File: config.mk
export PLATFORM = sky130hd
export DESIGN_NAME = ppu_reg_top
export DESIGN_NICKNAME = d
export VERILOG_FILES = /design/src/hdl/ppu_reg_pkg.sv /design/src/hdl/vram_route.sv /design/src/hdl/status_flags.sv /design/src/hdl/loopy_regs.sv /design/src/hdl/ppu_reg_decode.sv /design/src/hdl/ppu_reg_top.sv
export SDC_FILE = /design/constraint.sdc
export NUM_CORES = 1
export LEC_CHECK = 0
export BUFFER_PORTS_ARGS = -buffer_cell sky130_fd_sc_hd__buf_2
export CORE_ASPECT_RATIO = 1.75
export CORE_MARGIN = 4
export CORE_UTILIZATION = 45
export DETAILED_ROUTE_END_ITERATION = 8
export GPL_TIMING_DRIVEN = 1
export PLACE_DENSITY = 0.75
export SKIP_CTS_REPAIR_TIMING = 1
export SYNTH_ARGS = -nofsm -noshare
export SYNTH_HDL_FRONTEND = slang
export SYNTH_SLANG_ARGS = --single-unit
File: constraint.sdc
create_clock -name clk -period 1.9 [get_ports clk]
set_clock_uncertainty 0.15 [all_clocks]
set_input_delay 0.285 -clock clk [delete_from_list [all_inputs] [get_ports clk]]
set_output_delay 0.285 -clock clk [all_outputs]
set_load 0.01 [all_outputs]
File: src/hdl/ppu_reg_pkg.sv
package ppu_reg_pkg;

    // CPU-visible register offsets
    typedef enum logic [2:0] {
        PPUCTRL   = 3'd0,
        PPUMASK   = 3'd1,
        PPUSTATUS = 3'd2,
        OAMADDR   = 3'd3,
        OAMDATA   = 3'd4,
        PPUSCROLL = 3'd5,
        PPUADDR   = 3'd6,
        PPUDATA   = 3'd7
    } reg_t;

    // nametable mirroring as set by the cartridge
    typedef enum logic {
        MIRROR_HORIZONTAL = 1'b0,
        MIRROR_VERTICAL   = 1'b1
    } mirror_t;

    // target of a PPUDATA access
    typedef enum logic [1:0] {
        REGION_NONE = 2'd0,
        REGION_NT   = 2'd1,
        REGION_PAL  = 2'd2
    } region_t;

    // loopy layout: fine Y 14..12, nametable 11..10, coarse Y 9..5, coarse X 4..0
    typedef logic [14:0] vaddr_t;

    localparam int FINE_X_W   = 3;
    localparam int NT_ADDR_W  = 11;
    localparam int PAL_ADDR_W = 5;
    localparam int OAM_ADDR_W = 8;

    // region starts in the 14-bit PPU address space
    localparam logic [13:0] NT_BASE  = 14'h2000;
    localparam logic [13:0] PAL_BASE = 14'h3F00;

    localparam int CTRL_INC_BIT = 2;

    localparam vaddr_t INC_ACROSS = 15'd1;
    localparam vaddr_t INC_DOWN   = 15'd32;

endpackage

File: src/hdl/vram_route.sv
module vram_route (
    input  ppu_reg_pkg::vaddr_t                 v,
    input  ppu_reg_pkg::mirror_t                mirroring,
    output logic [ppu_reg_pkg::NT_ADDR_W-1:0]   nt_addr,
    output logic [ppu_reg_pkg::PAL_ADDR_W-1:0]  pal_addr,
    output ppu_reg_pkg::region_t                region
);

    logic [13:0] addr;
    logic        nt_bank;

    // fine Y bit 14 is outside the bus
    assign addr = v[13:0];

    // CHR space below the nametables is not handled here
    always_comb begin
        if (addr < ppu_reg_pkg::NT_BASE) begin
            region = ppu_reg_pkg::REGION_NONE;
        end else if (addr < ppu_reg_pkg::PAL_BASE) begin
            region = ppu_reg_pkg::REGION_NT;
        end else begin
            region = ppu_reg_pkg::REGION_PAL;
        end
    end

    // horizontal: 2000/2400 share a bank, 2800/2C00 the other
    always_comb begin
        if (mirroring == ppu_reg_pkg::MIRROR_HORIZONTAL) begin
            nt_bank = addr[11];
        end else begin
            nt_bank = addr[10];
        end
    end

    // 3000-3EFF folds onto 2000-2EFF through the dropped bit 12
    assign nt_addr = {nt_bank, addr[9:0]};

    // sprite backdrop entries share the background ones
    always_comb begin
        if (addr[4] && addr[1:0] == 2'b00) begin
            pal_addr = {1'b0, addr[3:0]};
        end else begin
            pal_addr = addr[4:0];
        end
    end

endmodule

File: src/hdl/status_flags.sv
module status_flags (
    input  logic       clk,
    input  logic       rst_n,
    input  logic       sp_over_set,
    input  logic       sp_over_clr,
    input  logic       sp_zero_set,
    input  logic       sp_zero_clr,
    input  logic       vblank_set,
    input  logic       vblank_clr,
    input  logic       status_rd,
    input  logic       last_write_load,
    input  logic [7:0] last_write_data,
    output logic [7:0] status
);

    logic       vblank;
    logic       sp_zero;
    logic       sp_over;
    logic [4:0] last_write;

    // clear takes priority over set in every flag
    always_ff @(posedge clk or negedge rst_n) begin
        if (!rst_n) begin
            vblank     <= 1'b0;
            sp_zero    <= 1'b0;
            sp_over    <= 1'b0;
            last_write <= 5'd0;
        end else begin
            if (vblank_clr || status_rd) begin
                vblank <= 1'b0;
            end else if (vblank_set) begin
                vblank <= 1'b1;
            end
            if (sp_zero_clr) begin
                sp_zero <= 1'b0;
            end else if (sp_zero_set) begin
                sp_zero <= 1'b1;
            end
            if (sp_over_clr) begin
                sp_over <= 1'b0;
            end else if (sp_over_set) begin
                sp_over <= 1'b1;
            end
            // low bits read back as open bus
            if (last_write_load) begin
                last_write <= last_write_data[4:0];
            end
        end
    end

    assign status = {vblank, sp_zero, sp_over, last_write};

    // colliding pulses must leave the flag low
    assert property (@(posedge clk) disable iff (!rst_n)
        (vblank_set && (vblank_clr || status_rd)) |=> !status[7]);
    assert property (@(posedge clk) disable iff (!rst_n)
        (sp_zero_set && sp_zero_clr) |=> !status[6]);
    assert property (@(posedge clk) disable iff (!rst_n)
        (sp_over_set && sp_over_clr) |=> !status[5]);

endmodule

File: src/hdl/loopy_regs.sv
module loopy_regs (
    input  logic                              clk,
    input  logic                              rst_n,
    input  logic                              v_load,
    input  ppu_reg_pkg::vaddr_t               v_next,
    input  logic                              t_load,
    input  ppu_reg_pkg::vaddr_t               t_next,
    input  logic                              fine_x_load,
    input  logic [ppu_reg_pkg::FINE_X_W-1:0]  fine_x_next,
    output ppu_reg_pkg::vaddr_t               v,
    output ppu_reg_pkg::vaddr_t               t,
    output logic [ppu_reg_pkg::FINE_X_W-1:0]  fine_x
);

    // current VRAM address, also the scroll position during rendering
    always_ff @(posedge clk or negedge rst_n) begin
        if (!rst_n) begin
            v <= '0;
        end else if (v_load) begin
            v <= v_next;
        end
    end

    // temporary address, staged by the CPU writes
    always_ff @(posedge clk or negedge rst_n) begin
        if (!rst_n) begin
            t <= '0;
        end else if (t_load) begin
            t <= t_next;
        end
    end

    always_ff @(posedge clk or negedge rst_n) begin
        if (!rst_n) begin
            fine_x <= '0;
        end else if (fine_x_load) begin
            fine_x <= fine_x_next;
        end
    end

    // copy of t into v after a high byte with bit 14 low leaves both clear
    assert property (@(posedge clk) disable iff (!rst_n)
        (v_load && t_load && !t[14]) |=> (!v[14] && !t[14]));

endmodule

File: src/hdl/ppu_reg_decode.sv
module ppu_reg_decode (
    input  logic                                    clk,
    input  logic                                    rst_n,
    input  logic                                    reg_en,
    input  logic                                    reg_rw,
    input  ppu_reg_pkg::reg_t                       reg_sel,
    input  logic [7:0]                              reg_data_in,
    output logic [7:0]                              reg_data_out,
    output logic [7:0]                              ppuctrl,
    output logic [7:0]                              ppumask,
    output logic [ppu_reg_pkg::OAM_ADDR_W-1:0]      oam_addr,
    output logic                                    oam_we,
    output logic                                    oam_re,
    output logic [7:0]                              oam_wr_data,
    input  logic [7:0]                              oam_rd_data,
    input  ppu_reg_pkg::vaddr_t                     v,
    input  ppu_reg_pkg::vaddr_t                     t,
    output logic                                    v_load,
    output ppu_reg_pkg::vaddr_t                     v_next,
    output logic                                    t_load,
    output ppu_reg_pkg::vaddr_t                     t_next,
    output logic                                    fine_x_load,
    output logic [ppu_reg_pkg::FINE_X_W-1:0]        fine_x_next,
    input  ppu_reg_pkg::region_t                    region,
    output logic                                    nt_we,
    output logic                                    nt_re,
    output logic                                    pal_we,
    output logic                                    pal_re,
    output logic [7:0]                              nt_wr_data,
    output logic [7:0]                              pal_wr_data,
    input  logic [7:0]                              nt_rd_data,
    input  logic [7:0]                              pal_rd_data,
    input  logic [7:0]                              status,
    output logic                                    status_rd,
    output logic                                    last_write_load,
    output logic [7:0]                              last_write_data
);

    logic                wr_en;
    logic                rd_en;
    // 0 while waiting for the first of a write pair
    logic                toggle;
    logic                toggle_flip;
    logic [7:0]          read_buf;
    logic                buf_load;
    logic [7:0]          rd_next;
    ppu_reg_pkg::vaddr_t v_step;

    assign wr_en = reg_en && reg_rw;
    assign rd_en = reg_en && !reg_rw;

    assign v_step = ppuctrl[ppu_reg_pkg::CTRL_INC_BIT] ? ppu_reg_pkg::INC_DOWN
                                                        : ppu_reg_pkg::INC_ACROSS;

    // write data goes straight to every target, strobes pick the one
    assign oam_wr_data     = reg_data_in;
    assign nt_wr_data      = reg_data_in;
    assign pal_wr_data     = reg_data_in;
    assign last_write_load = wr_en;
    assign last_write_data = reg_data_in;

    always_comb begin
        v_load      = 1'b0;
        v_next      = v + v_step;
        t_load      = 1'b0;
        t_next      = t;
        fine_x_load = 1'b0;
        fine_x_next = reg_data_in[2:0];
        oam_we      = 1'b0;
        oam_re      = 1'b0;
        nt_we       = 1'b0;
        nt_re       = 1'b0;
        pal_we      = 1'b0;
        pal_re      = 1'b0;
        status_rd   = 1'b0;
        toggle_flip = 1'b0;
        buf_load    = 1'b0;
        rd_next     = reg_data_out;
        case (reg_sel)
            ppu_reg_pkg::PPUCTRL: begin
                if (wr_en) begin
                    t_load        = 1'b1;
                    t_next[11:10] = reg_data_in[1:0];
                end
            end
            ppu_reg_pkg::PPUSTATUS: begin
                if (rd_en) begin
                    status_rd = 1'b1;
                    rd_next   = status;
                end
            end
            ppu_reg_pkg::OAMDATA: begin
                oam_we = wr_en;
                oam_re = rd_en;
                if (rd_en) begin
                    rd_next = oam_rd_data;
                end
            end
            ppu_reg_pkg::PPUSCROLL: begin
                if (wr_en) begin
                    toggle_flip = 1'b1;
                    t_load      = 1'b1;
                    if (!toggle) begin
                        // X scroll: coarse into t, fine into fine_x
                        fine_x_load = 1'b1;
                        t_next[4:0] = reg_data_in[7:3];
                    end else begin
                        t_next[14:12] = reg_data_in[2:0];
                        t_next[9:5]   = reg_data_in[7:3];
                    end
                end
            end
            ppu_reg_pkg::PPUADDR: begin
                if (wr_en) begin
                    toggle_flip = 1'b1;
                    t_load      = 1'b1;
                    if (!toggle) begin
                        // high byte, top bit of t forced low
                        t_next[14:8] = {1'b0, reg_data_in[5:0]};
                    end else begin
                        t_next[7:0] = reg_data_in;
                        v_load      = 1'b1;
                        v_next      = {t[14:8], reg_data_in};
                    end
                end
            end
            ppu_reg_pkg::PPUDATA: begin
                v_load = reg_en;
                if (wr_en) begin
                    nt_we  = (region == ppu_reg_pkg::REGION_NT);
                    pal_we = (region == ppu_reg_pkg::REGION_PAL);
                end else if (rd_en) begin
                    if (region == ppu_reg_pkg::REGION_NT) begin
                        // stale byte out, buffer refilled
                        nt_re    = 1'b1;
                        buf_load = 1'b1;
                        rd_next  = read_buf;
                    end else if (region == ppu_reg_pkg::REGION_PAL) begin
                        pal_re  = 1'b1;
                        rd_next = pal_rd_data;
                    end
                end
            end
            default: begin
            end
        endcase
    end

    always_ff @(posedge clk or negedge rst_n) begin
        if (!rst_n) begin
            ppuctrl      <= 8'd0;
            ppumask      <= 8'd0;
            oam_addr     <= '0;
            toggle       <= 1'b0;
            read_buf     <= 8'd0;
            reg_data_out <= 8'd0;
        end else begin
            if (wr_en && reg_sel == ppu_reg_pkg::PPUCTRL) begin
                ppuctrl <= reg_data_in;
            end
            if (wr_en && reg_sel == ppu_reg_pkg::PPUMASK) begin
                ppumask <= reg_data_in;
            end
            if (wr_en && reg_sel == ppu_reg_pkg::OAMADDR) begin
                oam_addr <= reg_data_in;
            end else if (oam_we) begin
                oam_addr <= oam_addr + 1'b1;
            end
            // status read wins over a pending pair
            if (status_rd) begin
                toggle <= 1'b0;
            end else if (toggle_flip) begin
                toggle <= ~toggle;
            end
            if (buf_load) begin
                read_buf <= nt_rd_data;
            end
            if (rd_en) begin
                reg_data_out <= rd_next;
            end
        end
    end

    // routed region never yields two write targets
    assert property (@(posedge clk) disable iff (!rst_n)
        $onehot0({nt_we, pal_we, oam_we}));

endmodule

File: src/hdl/ppu_reg_top.sv
module ppu_reg_top (
    input  logic                                clk,
    input  logic                                rst_n,
    input  logic                                reg_en,
    input  logic                                reg_rw,
    input  ppu_reg_pkg::reg_t                   reg_sel,
    input  logic [7:0]                          reg_data_in,
    output logic [7:0]                          reg_data_out,
    input  logic                                sp_over_set,
    input  logic                                sp_over_clr,
    input  logic                                sp_zero_set,
    input  logic                                sp_zero_clr,
    input  logic                                vblank_set,
    input  logic                                vblank_clr,
    input  ppu_reg_pkg::mirror_t                mirroring,
    output logic [ppu_reg_pkg::OAM_ADDR_W-1:0]  oam_addr,
    output logic                                oam_we,
    output logic                                oam_re,
    output logic [7:0]                          oam_wr_data,
    input  logic [7:0]                          oam_rd_data,
    output logic [ppu_reg_pkg::NT_ADDR_W-1:0]   vram_addr,
    output logic                                vram_we,
    output logic                                vram_re,
    output logic [7:0]                          vram_wr_data,
    input  logic [7:0]                          vram_rd_data,
    output logic [ppu_reg_pkg::PAL_ADDR_W-1:0]  pal_addr,
    output logic                                pal_we,
    output logic                                pal_re,
    output logic [7:0]                          pal_wr_data,
    input  logic [7:0]                          pal_rd_data,
    output logic [7:0]                          ppuctrl,
    output logic [7:0]                          ppumask,
    output ppu_reg_pkg::vaddr_t                 v_addr,
    output logic [ppu_reg_pkg::FINE_X_W-1:0]    fine_x
);

    ppu_reg_pkg::vaddr_t              t;
    logic                             v_load;
    ppu_reg_pkg::vaddr_t              v_next;
    logic                             t_load;
    ppu_reg_pkg::vaddr_t              t_next;
    logic                             fine_x_load;
    logic [ppu_reg_pkg::FINE_X_W-1:0] fine_x_next;
    ppu_reg_pkg::region_t             region;
    logic [7:0]                       status;
    logic                             status_rd;
    logic                             last_write_load;
    logic [7:0]                       last_write_data;

    ppu_reg_decode u_decode (
        .clk, .rst_n, .reg_en, .reg_rw, .reg_sel, .reg_data_in, .reg_data_out,
        .ppuctrl, .ppumask,
        .oam_addr, .oam_we, .oam_re, .oam_wr_data, .oam_rd_data,
        .v(v_addr), .t, .v_load, .v_next, .t_load, .t_next, .fine_x_load, .fine_x_next,
        .region,
        .nt_we(vram_we), .nt_re(vram_re), .pal_we, .pal_re,
        .nt_wr_data(vram_wr_data), .pal_wr_data,
        .nt_rd_data(vram_rd_data), .pal_rd_data,
        .status, .status_rd, .last_write_load, .last_write_data
    );

    loopy_regs u_loopy (
        .clk, .rst_n,
        .v_load, .v_next, .t_load, .t_next, .fine_x_load, .fine_x_next,
        .v(v_addr), .t, .fine_x
    );

    status_flags u_status (
        .clk, .rst_n,
        .sp_over_set, .sp_over_clr, .sp_zero_set, .sp_zero_clr,
        .vblank_set, .vblank_clr,
        .status_rd, .last_write_load, .last_write_data, .status
    );

    vram_route u_route (
        .v(v_addr), .mirroring,
        .nt_addr(vram_addr), .pal_addr, .region
    );

endmodule

==> results.md <==
* Result of the run: finished, violations left
* Violations in the final reports: setup timing
* Net load switching power at 0.002041 W
* Post-route antenna net violation count at 0
* Final number of setup-violating endpoints at 1
* Port bufs at 141
* Number of global-route vias before repair at 3758
* Final GP Congestion at 0.8667
* Minimum setup slack after placement at -0.03394 ns
* Critical path start-end classification: reg2reg
* CP startpoint kind: register
* Number of vias after detailed routing at 3775
* Worst path setup slack after routing at -0.003161 ns
* Initial antenna violation count at 1
* Routed wire per std cell at 18.37 microns
* Rows at 46
* Maximum clock path buffer count at 2
* Wire length of the first global-routing pass at 18570 microns
* Setup repair after global routing missed its margin: yes
* Initial cell density of the core at 46.76%
* Non-filler cells in the finished layout at 657
* Seq pwr share at 39.5%
* Post-route design area at 5384 sq um
* Worst Path Max Fanout at 4
* First-pass detailed-route iteration total at 5
* TritonCTS sink count at 74
* EDFF count, synth at 0
* Cell types with the largest area share after synthesis: sky130_fd_sc_hd__dfrtp_1 (43%), sky130_fd_sc_hd__mux2_2 (7.6%), sky130_fd_sc_hd__buf_4 (7.5%)
* Max-cap check violation count at 0
* Power per standard cell area at 1105 nW/um^2
* Net Sw Frac at 34.31%
* Warnings, synthesis at 0
* Fraction of layout cells with a size suffix above 1 at 47.20%
* Slew @ Worst Pin at 0.4388 ns
* Synthesized flop and latch total at 74
* Chip Height at 137 microns
* DRC violation count after routing at 0
* Leading cell type in the layout, fill and taps excluded: sky130_fd_sc_hd__buf_2
* Final hold violation count at 0
* Period utilisation layout at 100.2%
* Highest attainable clock frequency at 525.4 MHz
* Clock tree root driver cell: sky130_fd_sc_hd__clkbuf_16
* Clock-pin slew of the registers on the worst-case setup and hold paths at 0.06 ns
* CTS tree: built
* Worst slew margin relative to its limit at 70.74%
* Area after DPL at 4922 sq um
* Worst hold path type: in2reg
* Leakage at 2.613 nW
* Internal Power at 0.003908 W
* VDD IR max at 0.7214 mV
* Die outline width at 81.72 microns
* Pin count of the biggest net entering global routing at 75
* Clock latency at the later pin of the worst-skew pair at 0.33 ns
* Commonest non-fill, non-tap cells in the layout: sky130_fd_sc_hd__buf_2 (140), sky130_fd_sc_hd__dfrtp_1 (74), sky130_fd_sc_hd__buf_4 (33)
* Placed wire-length estimate at 8781 microns
* Minimum clock period after layout at 1.903 ns
* # nets final at 582
* Number of cells in the design after placement at 627
* Std-Cell Core Area at 9151 sq um
* Total negative setup slack at -0.003161 ns
* Level count of the clock H-tree at 3
* Iteration-0 DRC count of the detailed router at 282
* Data required time at the worst endpoint at 2.02 ns
* Layout overhead on the synthesized area at 25.82%
* Sequential element share of the synthesized area at 43.27%
* Data arrival, critical path at 2.03 ns
* Clock Power Share at 26.4%
* I/O Pins at 142
* Net count after synthesis at 452
* Residual overflow from global routing at 0
* Cell taking the most area after synthesis: sky130_fd_sc_hd__dfrtp_1
* Final WL at 12070 microns
* Drt via density at 5.746
* Final slew viol count at 0
* Cells after synthesis at 402
* Proportion of power drawn by combinational gates at 34.1%
* Num CTS Buffers at 9
* GRT Util Overall at 21.63%
* Post-synth design cell area at 4279 sq um
* Proportion of netlist area held by the largest area contributor at 43.27%
* Number of distinct library cells after synthesis at 61
* Main flop type after synthesis: sky130_fd_sc_hd__dfrtp_1
* Type of element capturing the critical path: register
* Fraction of registers with async set or reset after synthesis at 100.0%
* Die Area at 11200 sq um
* Syn Area/Cell at 10.64 sq um
[layout make-up]
class | instances | area (sq um)
clock inverter | 3 | 15.01
timing repair buffer | 179 | 1020
inverter | 9 | 33.78
clock buffer | 12 | 256.5
fill | 771 | 3767
multi-input combinational | 259 | 2054
antenna | 1 | 2.502
sequential | 74 | 1852
tap | 120 | 150.1
[final timing paths]
path                                      from              endpoint  depth (start not counted)  slack, ns
max in group asynchronous                rst_n   u_decode.ppuctrl[5]                          3       0.88
setup / recovery           u_decode.ppuctrl[2]         u_loopy.v[10]                          7     -0.003
min in group asynchronous                rst_n  u_decode.read_buf[7]                          3       0.38
setup reg to reg           u_decode.ppuctrl[2]         u_loopy.v[10]                          7     -0.003
hold reg to reg                  u_loopy.t[13]         u_loopy.v[13]                          2       0.34
hold / removal                     sp_zero_set      u_status.sp_zero                          3       0.02
[logic make-up (layout without fill, tap and decap cells)]
kind of cell | Yosys count | after routing | share of synthesized area [%]
other | 0 | 1 | 0
xor gates and xnor gates | 5 | 5 | 1.023
adders and majority gates | 4 | 4 | 1.170
buffers and inverters | 70 | 203 | 10.91
AOI/OAI and AO/OA | 87 | 88 | 15.29
DFF | 74 | 74 | 43.27
muxes | 50 | 50 | 13.48
and+or+nand+nor | 112 | 112 | 14.85
[synthesized netlist by cell type (3+ instances only)]
cell / count
sky130_fd_sc_hd__a21oi_1: 7
sky130_fd_sc_hd__a221o_1: 5
sky130_fd_sc_hd__a22o_1: 8
sky130_fd_sc_hd__a22oi_1: 13
sky130_fd_sc_hd__a31oi_1: 4
sky130_fd_sc_hd__and3_1: 8
sky130_fd_sc_hd__buf_2: 9
sky130_fd_sc_hd__buf_4: 43
sky130_fd_sc_hd__buf_6: 4
sky130_fd_sc_hd__clkbuf_1: 4
sky130_fd_sc_hd__dfrtp_1: 74
sky130_fd_sc_hd__ha_1: 4
sky130_fd_sc_hd__inv_1: 8
sky130_fd_sc_hd__mux2_2: 29
sky130_fd_sc_hd__mux2_4: 8
sky130_fd_sc_hd__mux2i_1: 13
sky130_fd_sc_hd__nand2_1: 29
sky130_fd_sc_hd__nand3_1: 14
sky130_fd_sc_hd__nand3b_1: 3
sky130_fd_sc_hd__nand4_1: 3
sky130_fd_sc_hd__nor2_1: 19
sky130_fd_sc_hd__nor3_1: 6
sky130_fd_sc_hd__o211ai_1: 3
sky130_fd_sc_hd__o21ai_0: 16
sky130_fd_sc_hd__o221ai_1: 9
sky130_fd_sc_hd__o311ai_0: 6
sky130_fd_sc_hd__or4_1: 5
sky130_fd_sc_hd__xor2_1: 5
[metrics by stage]
stage	hold slack (ns)	utilization, %	power (W)
floorplan	-0.1606	-	0.003524
global placement	0.1920	53.79	0.004201
detailed placement	0.2013	53.79	0.004262
CTS	-0.1505	56.75	0.005837
global route	0.03770	58.83	0.006292
finish	0.01679	58.83	0.005949
[power groups by stage]
| stage | clock [W] | combinational (W) | sequential, W |
|---|---|---|---|
| after floorplan | 0 | 0.00106 | 0.00246 |
| after global placement | 0 | 0.00187 | 0.00233 |
| after detailed placement | 0 | 0.00191 | 0.00235 |
| after CTS | 0.00159 | 0.00193 | 0.00232 |
| after global routing | 0.00166 | 0.00223 | 0.00240 |
| final | 0.00157 | 0.00203 | 0.00235 |
[sequential cells by signal (all words and copies together) (netlist names)]
register and cells:
u_decode.ppuctrl 8, u_decode.ppumask 8, u_loopy.v 15, u_decode.toggle 1
u_status.sp_zero 1, u_decode.oam_addr 8, u_status.last_write 5, u_loopy.fine_x 3
u_status.sp_over 1, u_decode.read_buf 8, u_decode.reg_data_out 8, u_status.vblank 1
u_loopy.t 7
[layer usage]
layer,up-vias,GRT usage [%],routed length [microns]
met1,1879,23.50,4235
met3,36,3.557,561
met5,-,0,0
met4,0,9.797,408
met2,149,39.84,6860
li1,1711,-,-
[worst max-delay path, stage by stage (launching register included)]
cell                      delay, ns
sky130_fd_sc_hd__dfrtp_1       0.38
sky130_fd_sc_hd__inv_2         0.07
sky130_fd_sc_hd__ha_4          0.14
sky130_fd_sc_hd__ha_4          0.13
sky130_fd_sc_hd__and3_4        0.24
sky130_fd_sc_hd__a31oi_4       0.11
sky130_fd_sc_hd__or4_1         0.54
sky130_fd_sc_hd__nand3_1       0.08
No activity file was read; power rests on OpenSTA's default activity.
